## config.mk

```make
export PLATFORM = sky130hd
export DESIGN_NAME = rp_top
export DESIGN_NICKNAME = d
export VERILOG_FILES = /design/src/hdl/rp_pkg.sv /design/src/hdl/sys_bus_decode.sv /design/src/hdl/hk_regs.sv /design/src/hdl/analog_io.sv /design/src/hdl/pwm_bank.sv /design/src/hdl/rp_top.sv
export SDC_FILE = /design/constraint.sdc
export NUM_CORES = 1
export LEC_CHECK = 0
export BUFFER_PORTS_ARGS = -buffer_cell sky130_fd_sc_hd__buf_2
export CAP_MARGIN = 20
export CORE_MARGIN = 4
export CORE_UTILIZATION = 59
export CTS_CLUSTER_DIAMETER = 50
export DETAILED_ROUTE_END_ITERATION = 7
export GPL_TIMING_DRIVEN = 0
export PLACE_DENSITY = 0.77
export SLEW_MARGIN = 20
export SYNTH_ARGS = -nofsm -noshare
export SYNTH_HDL_FRONTEND = slang
export SYNTH_HIERARCHICAL = 1
export SYNTH_SLANG_ARGS = --single-unit
export TNS_END_PERCENT = 5
```

## constraint.sdc

```tcl
create_clock -name adc_clk -period 4 [get_ports adc_clk]
set_clock_uncertainty 0.15 [all_clocks]
set_input_delay 0.4 -clock adc_clk [delete_from_list [all_inputs] [get_ports adc_clk]]
set_output_delay 0.4 -clock adc_clk [all_outputs]
set_load 0.02 [all_outputs]
```

## src/hdl/rp_pkg.sv

```systemverilog
// shared widths, bus address map, register offsets and sample type; reference by rp_pkg::name
package rp_pkg;

  ////////////////////////////////////////////////////////////
  // system bus
  ////////////////////////////////////////////////////////////
  localparam int BUS_W      = 32;  // data and address
  localparam int REGION_LSB = 20;  // region index starts here
  localparam int REGION_W   = 3;   // addr[22:20]
  localparam int REGION_NUM = 8;

  // mapped regions, the rest answer with zero
  localparam logic [REGION_W-1:0] REGION_HK     = 3'd0;
  localparam logic [REGION_W-1:0] REGION_ANALOG = 3'd1;
  localparam logic [REGION_W-1:0] REGION_PWM    = 3'd4;  // slow dac config

  ////////////////////////////////////////////////////////////
  // register offsets inside a region
  ////////////////////////////////////////////////////////////
  localparam logic [REGION_LSB-1:0] OFS_ID    = 20'h00;  // housekeeping
  localparam logic [REGION_LSB-1:0] OFS_LOOP  = 20'h04;
  localparam logic [REGION_LSB-1:0] OFS_LED   = 20'h08;
  localparam logic [REGION_LSB-1:0] OFS_ADC_A = 20'h00;  // analog
  localparam logic [REGION_LSB-1:0] OFS_ADC_B = 20'h04;
  localparam logic [REGION_LSB-1:0] OFS_DAC_A = 20'h08;
  localparam logic [REGION_LSB-1:0] OFS_DAC_B = 20'h0C;
  localparam logic [REGION_LSB-1:0] OFS_PWM0  = 20'h00;  // slow dac
  localparam logic [REGION_LSB-1:0] OFS_PWM1  = 20'h04;
  localparam logic [REGION_LSB-1:0] OFS_PWM2  = 20'h08;
  localparam logic [REGION_LSB-1:0] OFS_PWM3  = 20'h0C;

  localparam logic [BUS_W-1:0] HK_ID = 32'h5250_0001;  // board id word

  // samples and leds
  localparam int ADC_PIN_W = 16;  // bits 1..0 left for a 16 bit part
  localparam int SAMPLE_W  = 14;
  localparam int LED_W     = 8;

  // pwm bank
  localparam int PWM_NUM    = 4;
  localparam int PWM_CFG_W  = 24;   // level in [23:16], dither in [15:0]
  localparam int PWM_PERIOD = 156;  // cycles per period
  localparam int PWM_SEQ    = 16;   // periods per dither sequence

  // one sample word, seen as a number or as sign plus body
  typedef union packed {
    logic [SAMPLE_W-1:0] raw;
    struct packed {
      logic                msb;
      logic [SAMPLE_W-2:0] body;
    } fld;
  } sample_u;

endpackage

```

## src/hdl/sys_bus_decode.sv

```systemverilog
// system bus decoder; splits the address space into eight regions and merges the slave answers
`timescale 1ns/1ps

module sys_bus_decode
(
  input  logic                     adc_clk,
  input  logic                     rst_n_i,
  input  logic [rp_pkg::BUS_W-1:0] sys_addr_i,
  input  logic                     sys_wen_i,
  input  logic                     sys_ren_i,
  input  logic [rp_pkg::BUS_W-1:0] hk_rdata_i,
  input  logic                     hk_ack_i,
  input  logic [rp_pkg::BUS_W-1:0] ana_rdata_i,
  input  logic                     ana_ack_i,
  input  logic [rp_pkg::BUS_W-1:0] pwm_rdata_i,
  input  logic                     pwm_ack_i,
  output logic                     hk_wen_o,
  output logic                     hk_ren_o,
  output logic                     ana_wen_o,
  output logic                     ana_ren_o,
  output logic                     pwm_wen_o,
  output logic                     pwm_ren_o,
  output logic [rp_pkg::BUS_W-1:0] sys_rdata_o,
  output logic                     sys_ack_o
);

  logic [rp_pkg::REGION_W-1:0]   region;     // region of the current strobe
  logic [rp_pkg::REGION_NUM-1:0] region_oh;
  logic                          mapped;     // one of the three slaves
  logic [rp_pkg::REGION_W-1:0]   region_q;   // region of the access in flight
  logic                          unm_ack_q;  // own ack for empty regions

  assign region    = sys_addr_i[rp_pkg::REGION_LSB +: rp_pkg::REGION_W];
  assign region_oh = {{(rp_pkg::REGION_NUM-1){1'b0}}, 1'b1} << region;
  assign mapped    = region_oh[rp_pkg::REGION_HK] | region_oh[rp_pkg::REGION_ANALOG]
                   | region_oh[rp_pkg::REGION_PWM];

  // per slave strobes
  assign hk_wen_o  = sys_wen_i & region_oh[rp_pkg::REGION_HK];
  assign hk_ren_o  = sys_ren_i & region_oh[rp_pkg::REGION_HK];
  assign ana_wen_o = sys_wen_i & region_oh[rp_pkg::REGION_ANALOG];
  assign ana_ren_o = sys_ren_i & region_oh[rp_pkg::REGION_ANALOG];
  assign pwm_wen_o = sys_wen_i & region_oh[rp_pkg::REGION_PWM];
  assign pwm_ren_o = sys_ren_i & region_oh[rp_pkg::REGION_PWM];

  ////////////////////////////////////////////////////////////
  // region tracking
  ////////////////////////////////////////////////////////////
  always_ff @(posedge adc_clk)
  begin
    if (!rst_n_i)
    begin
      region_q  <= '0;
      unm_ack_q <= 1'b0;
    end
    else
    begin
      if (sys_wen_i || sys_ren_i)
        region_q <= region;                                  // hold for the answer cycle
      unm_ack_q <= (sys_wen_i || sys_ren_i) && !mapped;  // empty region acks itself
    end
  end

  // answer merge, select comes from the registered region
  always_comb
  begin
    case (region_q)
      rp_pkg::REGION_HK:     begin sys_rdata_o = hk_rdata_i;  sys_ack_o = hk_ack_i;  end
      rp_pkg::REGION_ANALOG: begin sys_rdata_o = ana_rdata_i; sys_ack_o = ana_ack_i; end
      rp_pkg::REGION_PWM:    begin sys_rdata_o = pwm_rdata_i; sys_ack_o = pwm_ack_i; end
      default:               begin sys_rdata_o = '0;          sys_ack_o = unm_ack_q; end
    endcase
  end

endmodule

```

## src/hdl/hk_regs.sv

```systemverilog
// housekeeping slave in region 0; holds the id word, the led register and the digital loop bit
`timescale 1ns/1ps

module hk_regs
(
  input  logic                     adc_clk,
  input  logic                     rst_n_i,
  input  logic [rp_pkg::BUS_W-1:0] sys_addr_i,
  input  logic [rp_pkg::BUS_W-1:0] sys_wdata_i,
  input  logic                     sys_wen_i,
  input  logic                     sys_ren_i,
  output logic [rp_pkg::BUS_W-1:0] sys_rdata_o,
  output logic                     sys_ack_o,
  output logic [rp_pkg::LED_W-1:0] led_o,
  output logic                     digital_loop_o
);

  logic [rp_pkg::REGION_LSB-1:0] offset;

  assign offset = sys_addr_i[rp_pkg::REGION_LSB-1:0];  // offset inside region

  ////////////////////////////////////////////////////////////
  // control registers
  ////////////////////////////////////////////////////////////
  always_ff @(posedge adc_clk)
  begin
    if (!rst_n_i)
    begin
      led_o          <= '0;
      digital_loop_o <= 1'b0;  // loop off out of reset
      sys_ack_o      <= 1'b0;
    end
    else
    begin
      sys_ack_o <= sys_wen_i | sys_ren_i;  // every strobe answered
      if (sys_wen_i)
      begin
        case (offset)
          rp_pkg::OFS_LOOP: digital_loop_o <= sys_wdata_i[0];
          rp_pkg::OFS_LED:  led_o          <= sys_wdata_i[rp_pkg::LED_W-1:0];
          default:          ;  // id is read only
        endcase
      end
    end
  end

  // read data, zero after a write or at an unknown offset
  always_ff @(posedge adc_clk)
  begin
    if (sys_ren_i)
    begin
      case (offset)
        rp_pkg::OFS_ID:   sys_rdata_o <= rp_pkg::HK_ID;
        rp_pkg::OFS_LOOP: sys_rdata_o <= {{(rp_pkg::BUS_W-1){1'b0}}, digital_loop_o};
        rp_pkg::OFS_LED:  sys_rdata_o <= {{(rp_pkg::BUS_W-rp_pkg::LED_W){1'b0}}, led_o};
        default:          sys_rdata_o <= '0;
      endcase
    end
    else
      sys_rdata_o <= '0;
  end

endmodule

```

## src/hdl/analog_io.sv

```systemverilog
// analog slave in region 1; adc capture and conversion, dac code registers and pin drive
`timescale 1ns/1ps

module analog_io
(
  input  logic                             adc_clk,
  input  logic                             rst_n_i,
  input  logic [rp_pkg::BUS_W-1:0]         sys_addr_i,
  input  logic [rp_pkg::BUS_W-1:0]         sys_wdata_i,
  input  logic                             sys_wen_i,
  input  logic                             sys_ren_i,
  input  logic                             digital_loop_i,
  input  logic [rp_pkg::ADC_PIN_W-1:0]     adc_dat_a_i,
  input  logic [rp_pkg::ADC_PIN_W-1:0]     adc_dat_b_i,
  output logic [rp_pkg::BUS_W-1:0]         sys_rdata_o,
  output logic                             sys_ack_o,
  output logic [rp_pkg::SAMPLE_W-1:0]      dac_dat_a_o,
  output logic [rp_pkg::SAMPLE_W-1:0]      dac_dat_b_o
);

  logic [rp_pkg::REGION_LSB-1:0] offset;
  rp_pkg::sample_u               adc_a_q;    // raw pin samples
  rp_pkg::sample_u               adc_b_q;
  rp_pkg::sample_u               adc_a;      // two's complement, or loop data
  rp_pkg::sample_u               adc_b;
  rp_pkg::sample_u               dac_a_q;    // dac codes, two's complement
  rp_pkg::sample_u               dac_b_q;
  rp_pkg::sample_u               dac_pin_a;  // codes in pin format
  rp_pkg::sample_u               dac_pin_b;

  // negative slope <-> two's complement, same rule both ways
  function automatic rp_pkg::sample_u flip_slope(input rp_pkg::sample_u s);
    rp_pkg::sample_u f;
    f.fld.msb  = s.fld.msb;    // sign position stays
    f.fld.body = ~s.fld.body;  // magnitude runs the other way
    return f;
  endfunction

  // sign extend to bus width
  function automatic logic [rp_pkg::BUS_W-1:0] sext(input rp_pkg::sample_u s);
    return {{(rp_pkg::BUS_W-rp_pkg::SAMPLE_W){s.fld.msb}}, s.raw};
  endfunction

  assign offset = sys_addr_i[rp_pkg::REGION_LSB-1:0];

  ////////////////////////////////////////////////////////////
  // adc side
  ////////////////////////////////////////////////////////////
  always_ff @(posedge adc_clk)
  begin
    adc_a_q.raw <= adc_dat_a_i[rp_pkg::ADC_PIN_W-1 -: rp_pkg::SAMPLE_W];  // drop 2 lsbs
    adc_b_q.raw <= adc_dat_b_i[rp_pkg::ADC_PIN_W-1 -: rp_pkg::SAMPLE_W];
  end

  assign adc_a = digital_loop_i ? dac_a_q : flip_slope(adc_a_q);  // loop feeds dac back
  assign adc_b = digital_loop_i ? dac_b_q : flip_slope(adc_b_q);

  ////////////////////////////////////////////////////////////
  // dac side
  ////////////////////////////////////////////////////////////
  always_ff @(posedge adc_clk)
  begin
    if (!rst_n_i)
    begin
      dac_a_q   <= '0;  // zero code
      dac_b_q   <= '0;
      sys_ack_o <= 1'b0;
    end
    else
    begin
      sys_ack_o <= sys_wen_i | sys_ren_i;
      if (sys_wen_i && offset == rp_pkg::OFS_DAC_A)
        dac_a_q.raw <= sys_wdata_i[rp_pkg::SAMPLE_W-1:0];
      if (sys_wen_i && offset == rp_pkg::OFS_DAC_B)
        dac_b_q.raw <= sys_wdata_i[rp_pkg::SAMPLE_W-1:0];
    end
  end

  assign dac_pin_a = flip_slope(dac_a_q);
  assign dac_pin_b = flip_slope(dac_b_q);

  // pin register, one edge after the code register
  always_ff @(posedge adc_clk)
  begin
    dac_dat_a_o <= dac_pin_a.raw;
    dac_dat_b_o <= dac_pin_b.raw;
  end

  // read return
  always_ff @(posedge adc_clk)
  begin
    if (sys_ren_i)
    begin
      case (offset)
        rp_pkg::OFS_ADC_A: sys_rdata_o <= sext(adc_a);
        rp_pkg::OFS_ADC_B: sys_rdata_o <= sext(adc_b);
        rp_pkg::OFS_DAC_A: sys_rdata_o <= sext(dac_a_q);
        rp_pkg::OFS_DAC_B: sys_rdata_o <= sext(dac_b_q);
        default:           sys_rdata_o <= '0;
      endcase
    end
    else
      sys_rdata_o <= '0;  // writes answer zero
  end

endmodule

```

## src/hdl/pwm_bank.sv

```systemverilog
// slow dac slave in region 4; four config words driving four dithered pwm outputs
`timescale 1ns/1ps

module pwm_bank
(
  input  logic                       adc_clk,
  input  logic                       rst_n_i,
  input  logic [rp_pkg::BUS_W-1:0]   sys_addr_i,
  input  logic [rp_pkg::BUS_W-1:0]   sys_wdata_i,
  input  logic                       sys_wen_i,
  input  logic                       sys_ren_i,
  output logic [rp_pkg::BUS_W-1:0]   sys_rdata_o,
  output logic                       sys_ack_o,
  output logic [rp_pkg::PWM_NUM-1:0] pwm_o
);

  logic [rp_pkg::REGION_LSB-1:0]             offset;
  logic [rp_pkg::PWM_CFG_W-1:0]              cfg_q  [rp_pkg::PWM_NUM];  // bus side
  logic [rp_pkg::PWM_CFG_W-1:0]              work_q [rp_pkg::PWM_NUM];  // used this sequence
  logic [rp_pkg::PWM_CFG_W-rp_pkg::PWM_SEQ:0] high_len [rp_pkg::PWM_NUM];
  logic [$clog2(rp_pkg::PWM_PERIOD)-1:0]     per_cnt;
  logic [$clog2(rp_pkg::PWM_SEQ)-1:0]        seq_cnt;
  logic                                      per_last;
  logic                                      seq_wrap;

  assign offset = sys_addr_i[rp_pkg::REGION_LSB-1:0];

  ////////////////////////////////////////////////////////////
  // bus registers
  ////////////////////////////////////////////////////////////
  always_ff @(posedge adc_clk)
  begin
    if (!rst_n_i)
    begin
      cfg_q     <= '{default: '0};
      sys_ack_o <= 1'b0;
    end
    else
    begin
      sys_ack_o <= sys_wen_i | sys_ren_i;
      if (sys_wen_i)
      begin
        case (offset)
          rp_pkg::OFS_PWM0: cfg_q[0] <= sys_wdata_i[rp_pkg::PWM_CFG_W-1:0];
          rp_pkg::OFS_PWM1: cfg_q[1] <= sys_wdata_i[rp_pkg::PWM_CFG_W-1:0];
          rp_pkg::OFS_PWM2: cfg_q[2] <= sys_wdata_i[rp_pkg::PWM_CFG_W-1:0];
          rp_pkg::OFS_PWM3: cfg_q[3] <= sys_wdata_i[rp_pkg::PWM_CFG_W-1:0];
          default:          ;
        endcase
      end
    end
  end

  always_ff @(posedge adc_clk)
  begin
    if (sys_ren_i)
    begin
      case (offset)
        rp_pkg::OFS_PWM0: sys_rdata_o <= {{(rp_pkg::BUS_W-rp_pkg::PWM_CFG_W){1'b0}}, cfg_q[0]};
        rp_pkg::OFS_PWM1: sys_rdata_o <= {{(rp_pkg::BUS_W-rp_pkg::PWM_CFG_W){1'b0}}, cfg_q[1]};
        rp_pkg::OFS_PWM2: sys_rdata_o <= {{(rp_pkg::BUS_W-rp_pkg::PWM_CFG_W){1'b0}}, cfg_q[2]};
        rp_pkg::OFS_PWM3: sys_rdata_o <= {{(rp_pkg::BUS_W-rp_pkg::PWM_CFG_W){1'b0}}, cfg_q[3]};
        default:          sys_rdata_o <= '0;
      endcase
    end
    else
      sys_rdata_o <= '0;
  end

  ////////////////////////////////////////////////////////////
  // shared period and sequence counters
  ////////////////////////////////////////////////////////////
  assign per_last = (per_cnt == rp_pkg::PWM_PERIOD-1);
  assign seq_wrap = per_last && (seq_cnt == rp_pkg::PWM_SEQ-1);  // last cycle of sequence

  always_ff @(posedge adc_clk)
  begin
    if (!rst_n_i)
    begin
      per_cnt <= '0;
      seq_cnt <= '0;
      work_q  <= '{default: '0};  // level 0, no dither, outputs stay low
    end
    else
    begin
      per_cnt <= per_last ? '0 : per_cnt + 1'b1;
      if (per_last)
        seq_cnt <= seq_wrap ? '0 : seq_cnt + 1'b1;
      if (seq_wrap)
        work_q <= cfg_q;  // new config from next sequence on
    end
  end

  // high time in this period = level + dither bit of period index
  always_comb
  begin
    for (int n = 0; n < rp_pkg::PWM_NUM; n++)
      high_len[n] = {1'b0, work_q[n][rp_pkg::PWM_CFG_W-1:rp_pkg::PWM_SEQ]}
                  + work_q[n][seq_cnt];
  end

  always_ff @(posedge adc_clk)
  begin
    if (!rst_n_i)
      pwm_o <= '0;
    else
      for (int n = 0; n < rp_pkg::PWM_NUM; n++)
        pwm_o[n] <= (per_cnt < high_len[n]);
  end

endmodule

```

## src/hdl/rp_top.sv

```systemverilog
// top level of the analog front end; bus decoder, three slaves and the board pins in one domain
`timescale 1ns/1ps

module rp_top
(
  input  logic                         adc_clk,
  input  logic                         rst_n_i,
  // system bus
  input  logic [rp_pkg::BUS_W-1:0]     sys_addr_i,
  input  logic [rp_pkg::BUS_W-1:0]     sys_wdata_i,
  input  logic                         sys_wen_i,
  input  logic                         sys_ren_i,
  output logic [rp_pkg::BUS_W-1:0]     sys_rdata_o,
  output logic                         sys_ack_o,
  // adc and dac pins
  input  logic [rp_pkg::ADC_PIN_W-1:0] adc_dat_a_i,
  input  logic [rp_pkg::ADC_PIN_W-1:0] adc_dat_b_i,
  output logic [rp_pkg::SAMPLE_W-1:0]  dac_dat_a_o,
  output logic [rp_pkg::SAMPLE_W-1:0]  dac_dat_b_o,
  // board io
  output logic [rp_pkg::LED_W-1:0]     led_o,
  output logic [rp_pkg::PWM_NUM-1:0]   pwm_o      // slow dac pwm
);

  ////////////////////////////////////////////////////////////
  // per slave bus wires
  ////////////////////////////////////////////////////////////
  logic                     hk_wen,  hk_ren,  hk_ack;
  logic                     ana_wen, ana_ren, ana_ack;
  logic                     pwm_wen, pwm_ren, pwm_ack;
  logic [rp_pkg::BUS_W-1:0] hk_rdata;
  logic [rp_pkg::BUS_W-1:0] ana_rdata;
  logic [rp_pkg::BUS_W-1:0] pwm_rdata;
  logic                     digital_loop;  // hk -> analog

  sys_bus_decode u_decode
  (
    .adc_clk     (adc_clk),
    .rst_n_i     (rst_n_i),
    .sys_addr_i  (sys_addr_i),
    .sys_wen_i   (sys_wen_i),
    .sys_ren_i   (sys_ren_i),
    .hk_rdata_i  (hk_rdata),
    .hk_ack_i    (hk_ack),
    .ana_rdata_i (ana_rdata),
    .ana_ack_i   (ana_ack),
    .pwm_rdata_i (pwm_rdata),
    .pwm_ack_i   (pwm_ack),
    .hk_wen_o    (hk_wen),
    .hk_ren_o    (hk_ren),
    .ana_wen_o   (ana_wen),
    .ana_ren_o   (ana_ren),
    .pwm_wen_o   (pwm_wen),
    .pwm_ren_o   (pwm_ren),
    .sys_rdata_o (sys_rdata_o),
    .sys_ack_o   (sys_ack_o)
  );

  hk_regs u_hk
  (
    .adc_clk        (adc_clk),
    .rst_n_i        (rst_n_i),
    .sys_addr_i     (sys_addr_i),
    .sys_wdata_i    (sys_wdata_i),
    .sys_wen_i      (hk_wen),
    .sys_ren_i      (hk_ren),
    .sys_rdata_o    (hk_rdata),
    .sys_ack_o      (hk_ack),
    .led_o          (led_o),
    .digital_loop_o (digital_loop)
  );

  analog_io u_analog
  (
    .adc_clk        (adc_clk),
    .rst_n_i        (rst_n_i),
    .sys_addr_i     (sys_addr_i),
    .sys_wdata_i    (sys_wdata_i),
    .sys_wen_i      (ana_wen),
    .sys_ren_i      (ana_ren),
    .digital_loop_i (digital_loop),
    .adc_dat_a_i    (adc_dat_a_i),
    .adc_dat_b_i    (adc_dat_b_i),
    .sys_rdata_o    (ana_rdata),
    .sys_ack_o      (ana_ack),
    .dac_dat_a_o    (dac_dat_a_o),
    .dac_dat_b_o    (dac_dat_b_o)
  );

  pwm_bank u_pwm
  (
    .adc_clk     (adc_clk),
    .rst_n_i     (rst_n_i),
    .sys_addr_i  (sys_addr_i),
    .sys_wdata_i (sys_wdata_i),
    .sys_wen_i   (pwm_wen),
    .sys_ren_i   (pwm_ren),
    .sys_rdata_o (pwm_rdata),
    .sys_ack_o   (pwm_ack),
    .pwm_o       (pwm_o)
  );

endmodule

```

==> results_dict.tcl, run 1 <==
set metrics [dict create \
    reg2regPathDepth 14 \
    tns_ns 0 \
    tritoncts "yes" \
    clock-sinks 355 \
    crit_type "reg -> reg" \
    crit_fanout 10 \
    fin_area_sq_um 19200 \
    antenna_found_initial 0 \
    grt_pass1_wl_mm 69.9 \
    gp_congestion 0.888 \
    diodes 0 \
    min_path_type "in -> reg" \
    start_util_pct 60.4 \
    arrival_ns 4.02 \
    dieArea_sq_um 30500 \
    irDropWorstVdd_v 0.000328 \
    synthDistinctLibCells 67 \
    powerDensity_nw_per_um2 387 \
    seq_area_frac_synth_pct 43.4 \
    dpl_cell_area_sq_um 17700 \
    crit_end "u_pwm/pwm_o[1]" \
    synth-seq-cells 355 \
    first_global_vias 13200 \
    period_share_pct 93.3 \
    r2r-start "u_pwm/seq_cnt[1]" \
    overflow 0 \
    num-nets-final 2101 \
    comb_power_share_pct 6.4 \
    synthCells 1715 \
    period_needed_ns 3.73 \
    p_leak_nw 7.22 \
    hpwl_mm 33.3 \
    synth_edf_count 0 \
    pwr-share-seq_pct 48.2 \
    p_sw_w 0.00171 \
    layout_common_cells "nand2_1 (383), dfxtp_1 (355), buf_2 (180)" \
    cts_buffers 38 \
    wl_per_cell_um 18.9 \
    io_pins 173 \
    power_w 0.00742 \
    die_x_um 175 \
    clkLatencyLatePin_ns 0.53 \
    drv_cap 0 \
    worst_pin_slew_ns 0.771 \
    drcViolationCount 0 \
    areaGrowthSynthToFinish_pct 17.2 \
    swShare_pct 23.1 \
    p_int_w 0.00571 \
    r2r_slack_ns 0.27 \
    rows 60 \
    synth_top_cell_by_area "dfxtp_1" \
    vias 13500 \
    setup_violations 0 \
    grt_usage_pct 28.4 \
    required_ns 4.29 \
    hold_violations 0 \
    grt_max_degree 20 \
    drt_pass1_iterations 6 \
    grt_setup_unrepaired "no" \
    path_clk_slew_ns 0.06 \
    rr_endpoint "u_pwm/pwm_o[1]" \
    wl_mm 44.5 \
    clockBufferDepth 3 \
    drv_slew 0 \
    dp_slack_ns 0.0152 \
    start_kind "flop" \
    vias_per_cell 5.73 \
    io_buffers 151 \
    core_sq_um 27100 \
    synth_area_leaders "dfxtp_1 (43%), nand2_1 (8.8%), mux2i_1 (7.9%), mux4_2 (5.6%), a21boi_0 (3.5%)" \
    worst_slack_ns 0.267 \
    yosysTopAreaCellShare_pct 43.4 \
    endpoint_kind "flop" \
    root_buffer "clkbuf_16" \
    cts_max_level 2 \
    slew_headroom_pct 48.6 \
    status "complete, no violations" \
    ys_warn_count 6 \
    chipHeight_um 175 \
    max_freq_ghz 0.268 \
    first_iter_violations 1169 \
    drt.antenna.violating_nets 0 \
    startpoint "u_pwm/seq_cnt[1]" \
    drive_above_1_share_pct 20.1 \
    top_regs "u_pwm/cfg_q (96), u_pwm/work_q (96), u_pwm/sys_rdata_o (24)" \
    synth_area_sq_um 16400 \
    post_cts_buffers 0 \
    syn_avg_cell_area_sq_um 9.54 \
    synth_ff_type "dfxtp_1" \
    async_flop_share_pct 0 \
    p_clk_share_pct 45.4 \
    layout_commonest_cell "nand2_1" \
]
-- power groups by stage --
stage	sequential, W	combinational [W]	clock (W)
6_report	0.00357	0.000473	0.00337
5_1_grt	0.00357	0.000510	0.00356
4_1_cts	0.00357	0.000466	0.00341
3_5_place_dp	0.00365	0.000442	0
3_3_place_gp	0.00365	0.000435	0
2_1_floorplan	0.00365	0.000275	0
-- kinds of logic (layout without fill, tap and decap cells) --
logic type / after synthesis / count (layout) / share of synthesized area [%]
buffers and inverters: 199 / 444 / 7.80
other: 2 / 27 / 0.0459
DFF: 355 / 355 / 43.4
muxes: 171 / 171 / 13.6
xor gates and xnor gates: 31 / 31 / 1.66
adders and majority gates: 42 / 42 / 3.21
AOI/OAI and AO/OA: 297 / 297 / 12.4
and+or+nand+nor: 618 / 618 / 17.9
-- stage by stage --
step / utilization (%) / instances / hold slack [ns]
after floorplan: - / 1740 / 0.190
after global placement: 65.2 / 2263 / 0.227
after detailed placement: 65.2 / 2263 / 0.227
after CTS: 70.8 / 2357 / 0.0100
after global routing: 70.8 / 2357 / 0.0209
final: 70.8 / 2357 / 0.0180
-- routing by layer --
metal  wire, um  GRT usage (%)  vias up  share of wire (%)
met4       1730           11.2        0                3.9
met3       3070           3.83      118                6.9
met5          0              0        -                  0
met1      18800           37.6     6473                 42
li1           -              -     6325                  -
met2      20900           47.3      590                 47
-- synthesized netlist by cell type (24+ instances only) --
cell	number
ha_1	42
nand2_1	383
buf_4	60
a21boi_1	63
nand4_1	41
dfxtp_1	355
nor2_1	41
nand3_1	29
o21ai_0	45
mux2i_1	130
a21oi_1	48
a21boi_0	77
mux4_2	41
or2_0	24
nor2b_1	28
clkbuf_1	43
inv_1	36
buf_2	29
-- layout make-up --
class                      count  area (sq um)
multi-input combinational   1186          8080
tap                          372           465
timing repair buffer         179          1040
clock buffer                  52          1100
buffer                       163          1150
sequential                   355          7110
clock inverter                14           110
inverter                      36           135
fill                        2080          7920
-- how the worst min path moves through the flow --
stage,start,to,cells past startpoint
finish,sys_wdata_i[1],u_analog/dac_b_q[1],3
global route,sys_wdata_i[8],u_analog/dac_a_q[8],3
CTS,sys_wdata_i[1],u_analog/dac_a_q[1],3
detailed placement,u_analog/dac_b_q[1],u_analog/dac_dat_b_o[1],1
global placement,u_analog/dac_b_q[12],u_analog/dac_dat_b_o[12],1
floorplan,u_analog/dac_b_q[13],u_analog/dac_dat_b_o[13],0
-- worst max-delay path: stages, from the launching register on --
cell       delay (ns)
dfxtp_1          0.32
buf_2            0.29
buf_2            0.33
mux4_2           0.39
a22oi_1          0.16
nand2_1          0.17
ha_1             0.24
ha_1             0.21
nand3_1          0.12
xor2_1           0.17
ha_1             0.26
a21o_1           0.15
a2111oi_0        0.35
o21ai_0          0.14
a21boi_0         0.19
-- what timing repair did --
action	in CTS	in global routing
hold endpoints to repair	28	0
setup endpoints to repair	1	3
gates resized for setup	1	3
pin swaps	0	0
hold buffers	28	0
Note: power is estimated with default switching activity, not from simulation.
==> run 2, diff against run 1 <==
--- a/config.mk
+++ b/config.mk
@@ -8,11 +8,11 @@
 export BUFFER_PORTS_ARGS = -buffer_cell sky130_fd_sc_hd__buf_2
 export CAP_MARGIN = 20
 export CORE_MARGIN = 4
-export CORE_UTILIZATION = 59
+export CORE_UTILIZATION = 26
 export CTS_CLUSTER_DIAMETER = 50
 export DETAILED_ROUTE_END_ITERATION = 7
 export GPL_TIMING_DRIVEN = 0
-export PLACE_DENSITY = 0.77
+export PLACE_DENSITY = 0.39
 export SLEW_MARGIN = 20
 export SYNTH_ARGS = -nofsm -noshare
 export SYNTH_HDL_FRONTEND = slang
==> run 2 against run 1 <==
Compared with the run above:
- global-route usage is 12 points lower
- sequential cell count unchanged
- register-to-register slack lost 0.03 ns
- sequential share of layout area fell by 2.1 points
- critical path depth unchanged
- clock power grew 31%
- worst setup slack lost 0.027 ns
==> results_dict.tcl, run 2 (synthesis results as in run 1) <==
set metrics [dict create \
    drv_cap 0 \
    chipHeight_um 259 \
    crit_fanout 10 \
    first_iter_violations 652 \
    hold_violations 0 \
    hp-start "sys_wdata_i[18]" \
    root_buffer "clkbuf_16" \
    vias_per_cell 4.57 \
    start_util_pct 26.4 \
    worst_pin_slew_ns 0.771 \
    path_clk_slew_ns 0.06 \
    core_sq_um 62100 \
    cts_max_level 2 \
    period_needed_ns 3.76 \
    powerDensity_nw_per_um2 418 \
    num-nets-final 2127 \
    grt_setup_unrepaired "no" \
    period_share_pct 94.0 \
    vias 13100 \
    cts_buffers 49 \
    irDropWorstVdd_v 0.000276 \
    wl_per_cell_um 19.8 \
    p_leak_nw 7.48 \
    rows 91 \
    p_clk_share_pct 52.0 \
    tritoncts "yes" \
    clkLatencyLatePin_ns 0.59 \
    dpl_cell_area_sq_um 18300 \
    start_kind "flop" \
    wl_mm 56.6 \
    diodes 0 \
    rr_endpoint "u_pwm/pwm_o[2]" \
    comb_power_share_pct 6.0 \
    gp_congestion 0.819 \
    layout_common_cells "nand2_1 (383), dfxtp_1 (355), buf_2 (178)" \
    endpoint_kind "flop" \
    hpwl_mm 43.2 \
    status "complete, no violations" \
    die_x_um 259 \
    areaGrowthSynthToFinish_pct 24.4 \
    swShare_pct 23.9 \
    drt.antenna.violating_nets 0 \
    io_pins 173 \
    worstHoldPathCells 3 \
    r2r-start "u_pwm/seq_cnt[1]" \
    grt_usage_pct 16.6 \
    drt_pass1_iterations 5 \
    n_fill_cell 6439 \
    slew_headroom_pct 48.6 \
    dieArea_sq_um 67000 \
    drive_above_1_share_pct 20.7 \
    antenna_found_initial 0 \
    crit_type "reg -> reg" \
    overflow 0 \
    io_buffers 151 \
    grt_max_degree 20 \
    top_regs "u_pwm/cfg_q (96), u_pwm/work_q (96), u_pwm/sys_rdata_o (24)" \
    hold_end "u_pwm/cfg_q[66]" \
    clockBufferDepth 3 \
    clock-sinks 355 \
    setup_violations 0 \
    reg2regPathDepth 14 \
    first_global_vias 13200 \
    max_freq_ghz 0.266 \
    r2r_slack_ns 0.24 \
    required_ns 4.33 \
    arrival_ns 4.09 \
    drcViolationCount 0 \
    layout_commonest_cell "nand2_1" \
    pwr-share-seq_pct 42.0 \
    final_core_util_pct 32.8 \
    grt_pass1_wl_mm 84.9 \
    fin_area_sq_um 20400 \
    p_int_w 0.00648 \
    min_path_type "in -> reg" \
    drv_slew 0 \
    p_sw_w 0.00204 \
]
## run 2: cell count changes in the layout (fill, tap and decap cells not counted), sizes merged
cell and change:
clkbuf +4, dlygate4sd3 +15, clkinvlp +4, clkinv +4, bufinv +6, buf +1
inv +1
## run 2: cell type report
type	instances	area, sq um	share of cell area (%)
multi-input combinational	1186	8080	39.7
sequential	355	7110	34.9
clock buffer	57	1290	6.32
timing repair buffer	194	1190	5.83
buffer	163	1160	5.68
tap	837	1050	5.14
clock inverter	29	364	1.79
inverter	36	135	0.664
## run 2: worst max-delay path by stage
stage                                 from             end  slack [ns]  depth (start not counted)
after floorplan           u_pwm/seq_cnt[0]  u_pwm/pwm_o[3]        0.62                         13
after global placement    u_pwm/seq_cnt[1]  u_pwm/pwm_o[3]       -0.25                         14
after detailed placement  u_pwm/seq_cnt[1]  u_pwm/pwm_o[2]       -0.29                         14
after CTS                 u_pwm/seq_cnt[1]  u_pwm/pwm_o[2]        0.05                         14
after global routing      u_pwm/seq_cnt[0]  u_pwm/pwm_o[3]        0.03                         13
final                     u_pwm/seq_cnt[1]  u_pwm/pwm_o[2]        0.24                         14
## run 2: power by group through the flow
stage                     Combinational, W  Clock, W  Sequential [W]
final                             0.000507   0.00443         0.00358
after global routing              0.000553   0.00472         0.00358
after CTS                         0.000516   0.00457         0.00358
after detailed placement          0.000479         0         0.00365
after global placement            0.000480         0         0.00366
after floorplan                   0.000275         0         0.00365
## run 2: critical path, cell delays in order, from the launching register on
cell and delay (ns):
dfxtp_1 0.33, clkbuf_4 0.28, buf_4 0.28, mux4_2 0.37
a22oi_1 0.16, nand2_1 0.12, ha_1 0.20, ha_1 0.22
nand3_1 0.11, xor2_1 0.19, ha_1 0.27, a21o_1 0.16
a2111oi_0 0.39, o21ai_0 0.16, a21boi_1 0.25
## run 2: layer usage
| layer | vias to the layer above | global-route usage, % | share of wire, % |
|---|---|---|---|
| li1 | 6374 | - | - |
| met1 | 6354 | 23.5 | 49 |
| met2 | 263 | 26.3 | 45 |
| met3 | 62 | 2.96 | 4.4 |
| met4 | 0 | 4.35 | 2.2 |
| met5 | - | 0 | 0 |
## run 2: timing repair
| action | 4_1_cts | 5_1_grt |
|---|---|---|
| endpoints found under the hold margin | 55 | 0 |
| gates cloned | 0 | 0 |
| setup buffers | 0 | 0 |
| resized for setup | 4 | 7 |
| endpoints found under the setup margin | 3 | 3 |
| hold buffers | 43 | 0 |
## run 2: metrics by stage
step                      instances  setup slack [ns]  total power (W)  hold slack (ns)  TNS [ns]
after CTS                      2857            0.0461          0.00867          0.00271         0
after floorplan                1740             0.617          0.00393            0.190         0
after global placement         2728            -0.247          0.00414            0.212    -0.677
final                          2857             0.240          0.00851           0.0321         0
after global routing           2857            0.0331          0.00885           0.0281         0
after detailed placement       2728            -0.286          0.00413            0.216    -0.702
==> run 3, diff against run 2 <==
==> constraint.sdc (replaced) <==
create_clock -name adc_clk -period 4 [get_ports adc_clk]
set_clock_uncertainty 0.15 [all_clocks]
set_input_delay 0.8 -clock adc_clk [delete_from_list [all_inputs] [get_ports adc_clk]]
set_output_delay 0.8 -clock adc_clk [all_outputs]
set_load 0.02 [all_outputs]
==> run 3 against run 2 <==
Compared with the run above:
- count of clock-buffer cells in the layout unchanged
- register-to-register slack barely moved
- design area is 2.1% lower
- sequential cell count unchanged
- sequential share of layout area is 0.75 points higher
- critical endpoint unchanged
- largest power group unchanged
==> results_dict.tcl, run 3 (synthesis results as in run 1) <==
set metrics [dict create \
    tns_ns 0 \
    top_usage_layer "met2" \
    drt_pass1_iterations 5 \
    chipHeight_um 259 \
    min_path_type "in -> reg" \
    hold_violations 0 \
    period_needed_ns 3.77 \
    io_pins 173 \
    first_global_vias 13000 \
    grt_setup_unrepaired "no" \
    crit_fanout 10 \
    wl_mm 56.3 \
    root_buffer "clkbuf_16" \
    layout_commonest_cell "nand2_1" \
    drive_above_1_share_pct 21.1 \
    grt_util_met1_pct 23.4 \
    antenna_found_initial 0 \
    drcViolationCount 0 \
    setup_violations 0 \
    grt_pass1_wl_mm 84.3 \
    worst_pin_slew_ns 0.773 \
    drv_slew 0 \
    whs_ns 0.151 \
    vias_per_cell 4.59 \
    p_int_w 0.00645 \
    wl_per_cell_um 20.0 \
    start_util_pct 26.4 \
    dieArea_sq_um 67000 \
    top_regs "u_pwm/cfg_q (96), u_pwm/work_q (96), u_pwm/sys_rdata_o (24)" \
    comb_power_share_pct 5.6 \
    pwr-share-seq_pct 42.2 \
    grt_use_met2_pct 26.1 \
    cts_max_level 2 \
    first_iter_violations 664 \
    drt.antenna.violating_nets 0 \
    clockBufferDepth 3 \
    tritoncts "yes" \
    die_x_um 259 \
    start_kind "flop" \
    layout_common_cells "nand2_1 (383), dfxtp_1 (355), buf_2 (178)" \
    clkLatencyLatePin_ns 0.60 \
    arrival_ns 4.10 \
    regArea_sq_um 7110 \
    overflow 0 \
    grt_max_degree 20 \
    clock-sinks 355 \
    hpwl_mm 43.2 \
    p_sw_w 0.00204 \
    irDropWorstVdd_v 0.000276 \
    p_leak_nw 7.30 \
    core_sq_um 62100 \
    slew_headroom_pct 48.5 \
    p_clk_share_pct 52.2 \
    n_fill_cell 6474 \
    status "complete, no violations" \
    drv_cap 0 \
    crit_type "reg -> reg" \
    path_clk_slew_ns 0.06 \
    rows 91 \
    powerDensity_nw_per_um2 426 \
    cts_buffers 49 \
    multi_input_area_sq_um 8080 \
    max_freq_ghz 0.265 \
    met3_usage_pct 2.99 \
    vias 12900 \
    endpoint_kind "flop" \
    io_buffers 151 \
    required_ns 4.33 \
    grt_usage_pct 16.5 \
    period_share_pct 94.3 \
    swShare_pct 24.0 \
    gp_congestion 0.819 \
    areaGrowthSynthToFinish_pct 21.8 \
    num-nets-final 2084 \
    diodes 0 \
]
==> run 3: cell types whose count changed in the layout (fill, tap and decap cells not counted) <==
cell and change:
dlygate4sd3_1 -43
==> run 3: through the flow <==
stage	cell area, sq um	setup slack, ns	cells	total power [W]	util [%]
after global routing	19900	0.0331	2814	0.00881	32.1
final	19900	0.227	2814	0.00849	32.1
after detailed placement	18300	-0.286	2728	0.00413	29.4
after CTS	19900	0.0461	2814	0.00863	32.1
after floorplan	16500	0.617	1740	0.00393	-
after global placement	18300	-0.247	2728	0.00414	29.4
==> run 3: worst paths after layout <==
path                         from                        to  slack [ns]  cells after the start
min reg2reg  u_analog/dac_b_q[13]  u_analog/dac_dat_b_o[13]        0.22                      0
max              u_pwm/seq_cnt[1]            u_pwm/pwm_o[2]        0.23                     14
max reg2reg      u_pwm/seq_cnt[1]            u_pwm/pwm_o[2]        0.23                     14
min               adc_dat_a_i[11]       u_analog/adc_a_q[9]        0.15                      1
==> run 3: cell type report <==
class	instances	area share (%)
buffer	163	5.81
clock buffer	57	6.45
clock inverter	29	1.83
inverter	36	0.678
multi-input combinational	1186	40.5
sequential	355	35.7
tap	837	5.25
timing repair buffer	151	3.79
==> run 3: routing by layer <==
| layer | vias up | wire, um |
|---|---|---|
| met2 | 243 | 25100 |
| li1 | 6291 | - |
| met4 | 0 | 1220 |
| met1 | 6319 | 27500 |
| met3 | 60 | 2480 |
| met5 | - | 0 |
==> run 3: worst max-delay path, cell delays in order (launching register included) <==
cell and delay, ns:
dfxtp_1 0.33, clkbuf_4 0.28, buf_4 0.28, mux4_2 0.37, a22oi_1 0.16, nand2_1 0.12
ha_1 0.20, ha_1 0.22, nand3_1 0.11, xor2_1 0.19, ha_1 0.27, a21o_1 0.16
a2111oi_0 0.39, o21ai_0 0.16, a21boi_1 0.26
==> run 3: what timing repair did <==
item,in CTS,in global routing
cloned,0,0
hold buffers,0,0
pin swaps,0,0
endpoints found under the setup margin,3,3
resized for setup,4,7
setup buffers,0,0
==> run 3: power groups by stage <==
| stage | registers, W | logic, W | clock network (W) |
|---|---|---|---|
| after floorplan | 0.00365 | 0.000275 | 0 |
| after CTS | 0.00358 | 0.000482 | 0.00457 |
| after global routing | 0.00358 | 0.000517 | 0.00472 |
| after global placement | 0.00366 | 0.000480 | 0 |
| after detailed placement | 0.00365 | 0.000479 | 0 |
| final | 0.00358 | 0.000474 | 0.00443 |
